**config.mk**
```make
export PLATFORM = sky130hd
export DESIGN_NAME = mmm_issue_ctrl
export DESIGN_NICKNAME = d
export VERILOG_FILES = /design/src/hw/mmm_issue_ctrl.sv
export VERILOG_INCLUDE_DIRS = /design/src /design/src/hw
export SDC_FILE = /design/constraint.sdc
export NUM_CORES = 1
export LEC_CHECK = 0
export BUFFER_PORTS_ARGS = -buffer_cell sky130_fd_sc_hd__buf_2
export CORE_AREA = 2 2 39 41
export DETAILED_ROUTE_END_ITERATION = 10
export DIE_AREA = 0 0 41 43
export PLACE_DENSITY = 0.35
export SLEW_MARGIN = 15
export SYNTH_ARGS = -nofsm -noshare
export SYNTH_HDL_FRONTEND = slang
export SYNTH_SLANG_ARGS = --single-unit
```
**constraint.sdc**
```tcl
create_clock -name i_clk -period 1.6 [get_ports i_clk]
set_clock_uncertainty 0.05 [all_clocks]
set_input_delay 0.08 -clock i_clk [delete_from_list [all_inputs] [get_ports i_clk]]
set_output_delay 0.08 -clock i_clk [all_outputs]
set_load 0.02 [all_outputs]
```
**src/hw/mmm_consts.svh**
```systemverilog
// Multiply engine constants
`ifndef MMM_CONSTS_SVH
`define MMM_CONSTS_SVH

// Number of redundant words in one operand
`define MMM_NUM_WORDS 4
// Width of one redundant word, sized for a DSP input port
`define MMM_DSP_BITS 17
// Weight step between neighbouring words
`define MMM_WORD_BITS 16
// Terms summed per adder tree level
`define MMM_TREE_RADIX 3
// Request queue entries, also the sender's starting credit
`define MMM_QUEUE_DEPTH 4
// Credits the downstream consumer grants out of reset
`define MMM_RSP_CREDITS 2

`endif

```
**src/hw/mmm_issue_ctrl.sv**
```systemverilog
// Response credit and issue control
`timescale 1ns/1ps
`include "mmm_consts.svh"

module mmm_issue_ctrl (
  input  logic i_clk,
  input  logic i_rst,
  input  logic i_not_empty,
  input  logic i_rsp_credit,
  output logic o_pop,
  output logic o_rsp_valid
);

  localparam int CRED_W = $clog2(`MMM_RSP_CREDITS + 1);

  logic [CRED_W-1:0] credit_cnt;

  // Issue whenever work is queued and the consumer still has room
  assign o_pop = i_not_empty && (credit_cnt != '0);

  // Credit is spent at issue and returned by the consumer
  // Both may happen together and then cancel out
  always_ff @(posedge i_clk or posedge i_rst) begin
    if (i_rst) begin
      credit_cnt <= CRED_W'(`MMM_RSP_CREDITS);
    end else begin
      case ({o_pop, i_rsp_credit})
        2'b10:   credit_cnt <= credit_cnt - 1'b1;
        2'b01:   credit_cnt <= credit_cnt + 1'b1;
        default: credit_cnt <= credit_cnt;
      endcase
    end
  end

  // The multiplier registers its result once, so valid trails the pop by one cycle
  always_ff @(posedge i_clk or posedge i_rst) begin
    if (i_rst) begin
      o_rsp_valid <= 1'b0;
    end else begin
      o_rsp_valid <= o_pop;
    end
  end

endmodule

```
* Yosys cells after proc, flatten, opt, wreduce, memory -nomap -nowiden
Index checks and enable logic that the tools add are counted.
Storage, ports and cells: word-level logic and storage cells 10, register bits 3, output and inout bits 2, input bits 4
Operators by class: reductions and logical operators 3, add/sub/neg operators 2, eq/ne operators 2, muxes and demuxes 1
Operator list (count):
- $pmux W2 S2 | 1
- $reduce_bool A2 Y1 | 2
- $add A2 B1 Y2 const B | 1
- $eq A2 B1 Y1 const B | 1
- $eq A2 B2 Y1 const B | 1
- $sub A2 B1 Y2 const B | 1
- $logic_and A1 B1 Y1 | 1

* Longest topological paths before layout
depth after elaboration 4, mapped depth 5, gate-level depth less buffers 5

* Worst setup path before layout
OpenSTA, ideal clock, no wires.
path type register to register, start point reg credit_cnt[1], end point reg credit_cnt[1], slack 0.301 ns, cell stages (with the launch flop) 6, clock period less this slack 1.299 ns, required time 1.475 ns, buffers on the path 0, setup time 0.075 ns, arrival 1.175 ns, path through dfstp_2 -> o21ai_0 -> ha_1 -> xor2_1 -> nor2_1 -> xor2_1
On the way: longest elaborated chain between the ends 4
RTL lines:
- start: declaration | RTL line mmm_issue_ctrl.sv:16 | logic [CRED_W-1:0] credit_cnt;
- start signal: assignment | RTL line mmm_issue_ctrl.sv:25 | credit_cnt <= CRED_W'(`MMM_RSP_CREDITS);
- start signal: assignment | RTL line mmm_issue_ctrl.sv:28 | 2'b10: credit_cnt <= credit_cnt - 1'b1;
- start signal: assignment | RTL line mmm_issue_ctrl.sv:29 | 2'b01: credit_cnt <= credit_cnt + 1'b1;
- $reduce_bool A2 Y1 | RTL line mmm_issue_ctrl.sv:19 | assign o_pop = i_not_empty && (credit_cnt != '0);
- $logic_and A1 B1 Y1 | RTL line mmm_issue_ctrl.sv:19
- $eq A2 B1 Y1 / $eq A2 B2 Y1 (equally long branches) | RTL line mmm_issue_ctrl.sv:27 | case ({o_pop, i_rsp_credit})
- $pmux W2 S2 / $reduce_bool A2 Y1 (equally long branches)
Parallel ways exist; a longest one is shown, timed or not. A chain may end at the register's enable or synchronous reset.

* Worst setup path after layout
start point reg credit_cnt[0], end point reg credit_cnt[1]
Same word-level chain as after synthesis.

==> results by group <==
Timing
  – Final hold vios: 0
  – Actual slew at the worst max-slew pin: around 290 ps
  – Setup_tns: 0 ps
  – Setup WS post-layout: 177.7 ps
  – Final slew viol count: 0
  – Final setup fails: 0
  – Final period util: 0.8889
  – Fmax: 703.1 MHz
  – RSZ-0062 raised after global routing: no
  – WHS: 120.1 ps
  – Final Critical Period: 1422 ps
  – Slew HR: 0.8052

Logic synthesis
  – Compound-gate portion of the synthesized area: 0.03810
  – Largest area contributor in the netlist: dfrtp_1
  – Synth Area per Inst: 11.94 um^2
  – Cells after synthesis: 11
  – Post-synthesis simple-gate area fraction: 0.02857
  – Ys Warns: 0
  – Synth area leaders: dfrtp_1 (38%), dfstp_2 (20%), xor2_1 (13%)
  – Adder-Cell Fraction of Synth Area: 0.09524
  – Synth top area share: 0.3810
  – Register area share after synthesis: 0.5810
  – Yosys reg bits: 3
  – Synth Area in XOR/XNOR: 0.2000
  – Count of cell types in the netlist: 8
  – Synth Cell Area: 131.4 um^2
  – Syn_nets: 16
  – Largest family of logic cells by synthesized area: XOR/XNOR gates
  – Mux cell area share after synthesis: 0

Finish
  – Layout area overhead: 61.90%
  – Final Non-Filler Cells: 37
  – Antenna cells: 0
  – Final Net Count: 27
  – Final core occ: 0.1537
  – Layout cell share with drive strength beyond 1: 0.4286

Floorplanning
  – Num ports: 6
  – Die W: 41 um
  – Die Ht: around 43 um
  – Core Region: around 0.0014 mm^2
  – Die ar.: 0.001763 mm^2
  – Starting Density: 0.09494
  – # rows: 14

Critical path
  – Startpoint Class: flop
  – CP endpoint kind: flop
  – Critical path peak fanout: 3
  – Flop-to-flop setup slack: 180 ps
  – Required time at the worst-slack endpoint: 1710 ps
  – WP data arrival: 1530 ps
  – CP Class: reg -> reg

Detailed routing
  – Routed vias/inst: 2.919
  – Antenna-violating nets left: 0
  – 1st-iter DRT viols: 0
  – Routed WL: ~250 um
  – TritonRoute pass-1 iters: 1
  – Avg WL per Cell: 6.838 um
  – Via count: about 110
  – DRC Markers: 0

Power and ir drop
  – Pwr dens: 1864 mW/mm^2
  – Leakage: 0.0001084 uW
  – Maximum vdd ir drop: 0.0003382 V

Clocking
  – Htree depth: 1
  – Clock root buffer: clkbuf_4
  – Longest Clk Path Bufs: 2
  – Num CTS Buffers: 3
  – Post-CTS sizing: 0
  – Clk sink count: 3
  – TritonCTS clock tree: built
  – Clock transition at path regs: around 40 ps
  – Worst skew pair latency: 230 ps

Global route
  – First-pass GRT wire length: 386 um
  – Grt total ovfl: 0
  – Tot GR Track Use: 0.04728
  – Largest net degree at the start of global routing: 4
  – Vias in the first global route: approximately 110
  – Initial antenna violation count: 0

Place
  – Port Buffers: 5
  – Dpl ws: 162.4 ps
  – GPL Wtd Cong: about 0.45
  – DP HPWL: about 190 um
  – Cell count after placement: 32

Status
  – Status: finished clean

Worst hold path
  – Worst hold path type: in -> reg

Run
  – Max-Cap Viols: 0
## through the flow
stage | power, uW | instance area [um^2]
after CTS | 406.2 | 212.7
after detailed placement | 266.0 | 176.4
after floorplan | 233.7 | 131.4
after global routing | 429.2 | 212.7
final | 396.4 | 212.7
after global placement | 258.7 | 176.4
## flip-flops by register name, summed over array words and instances, names as in the netlist
name	cells
credit_cnt	2
o_rsp_valid	1
## cell usage after synthesis
library cell	instances
dfstp_2	1
xor2_1	2
nor2_1	1
xnor2_1	1
o21ai_0	1
dfrtp_1	2
ha_1	1
inv_1	2
## layer usage
layer | track usage | vias up | share of wire
met2 | 0.03125 | 8 | 0.33
met1 | 0.04207 | 46 | 0.44
li1 | - | 54 | -
met5 | 0 | - | 0
met4 | 0.06000 | 0 | 0
met3 | 0.07853 | 0 | 0.23
## power breakdown
| part | internal, uW | switching (uW) | leakage, uW |
|---|---|---|---|
| combinational | 55.8 | 62.2 | 0.0000590 |
| sequential | 122 | 24.9 | 0.0000345 |
| clock | 93.4 | 38.0 | 0.0000150 |
## critical path: stages (launching register included)
cell and delay, ps:
dfrtp_1 400, o21ai_0 290, ha_1 320, nor2_1 140, xor2_1 150
## repair_timing
item	in CTS	in global routing
buffers inserted	0	0
hold buffers	1	0
endpoints found under the hold margin	3	0
## layout make-up
cell class              instances  area, um^2
flip-flops and latches          3       76.32
repair buffers                  6       35.03
well taps                      16       20.02
fillers                       155        1171
clock buffers                   4       26.28
inverters                       2       7.507
multi-input cells               6       47.55
## worst paths after layout
check / from / end / depth (start not counted)
max: credit_cnt[0] / credit_cnt[1] / 4
max reg2reg: credit_cnt[0] / credit_cnt[1] / 4
min reg2reg: credit_cnt[0] / credit_cnt[0] / 1
min: i_not_empty / o_rsp_valid / 3
max in group asynchronous: i_rst / credit_cnt[1] / 3
min in group asynchronous: i_rst / o_rsp_valid / 3
## layout by cell type (no fill, tap or decap)
master         instances
o21ai_0                1
clkbuf_4               3
nor2_1                 1
buf_2                  5
dfstp_2                1
dfrtp_1                2
dlygate4sd3_1          1
ha_1                   1
xnor2_1                1
inv_1                  2
clkbuf_1               1
xor2_1                 2
## logic make-up after synthesis
family                     Yosys count
xor gates and xnor gates             3
DFF                                  3
buffers and inverters                2
AOI/OAI and AO/OA                    1
adders and majority gates            1
and+or+nand+nor                      1
(Power assumes the default switching activity.)
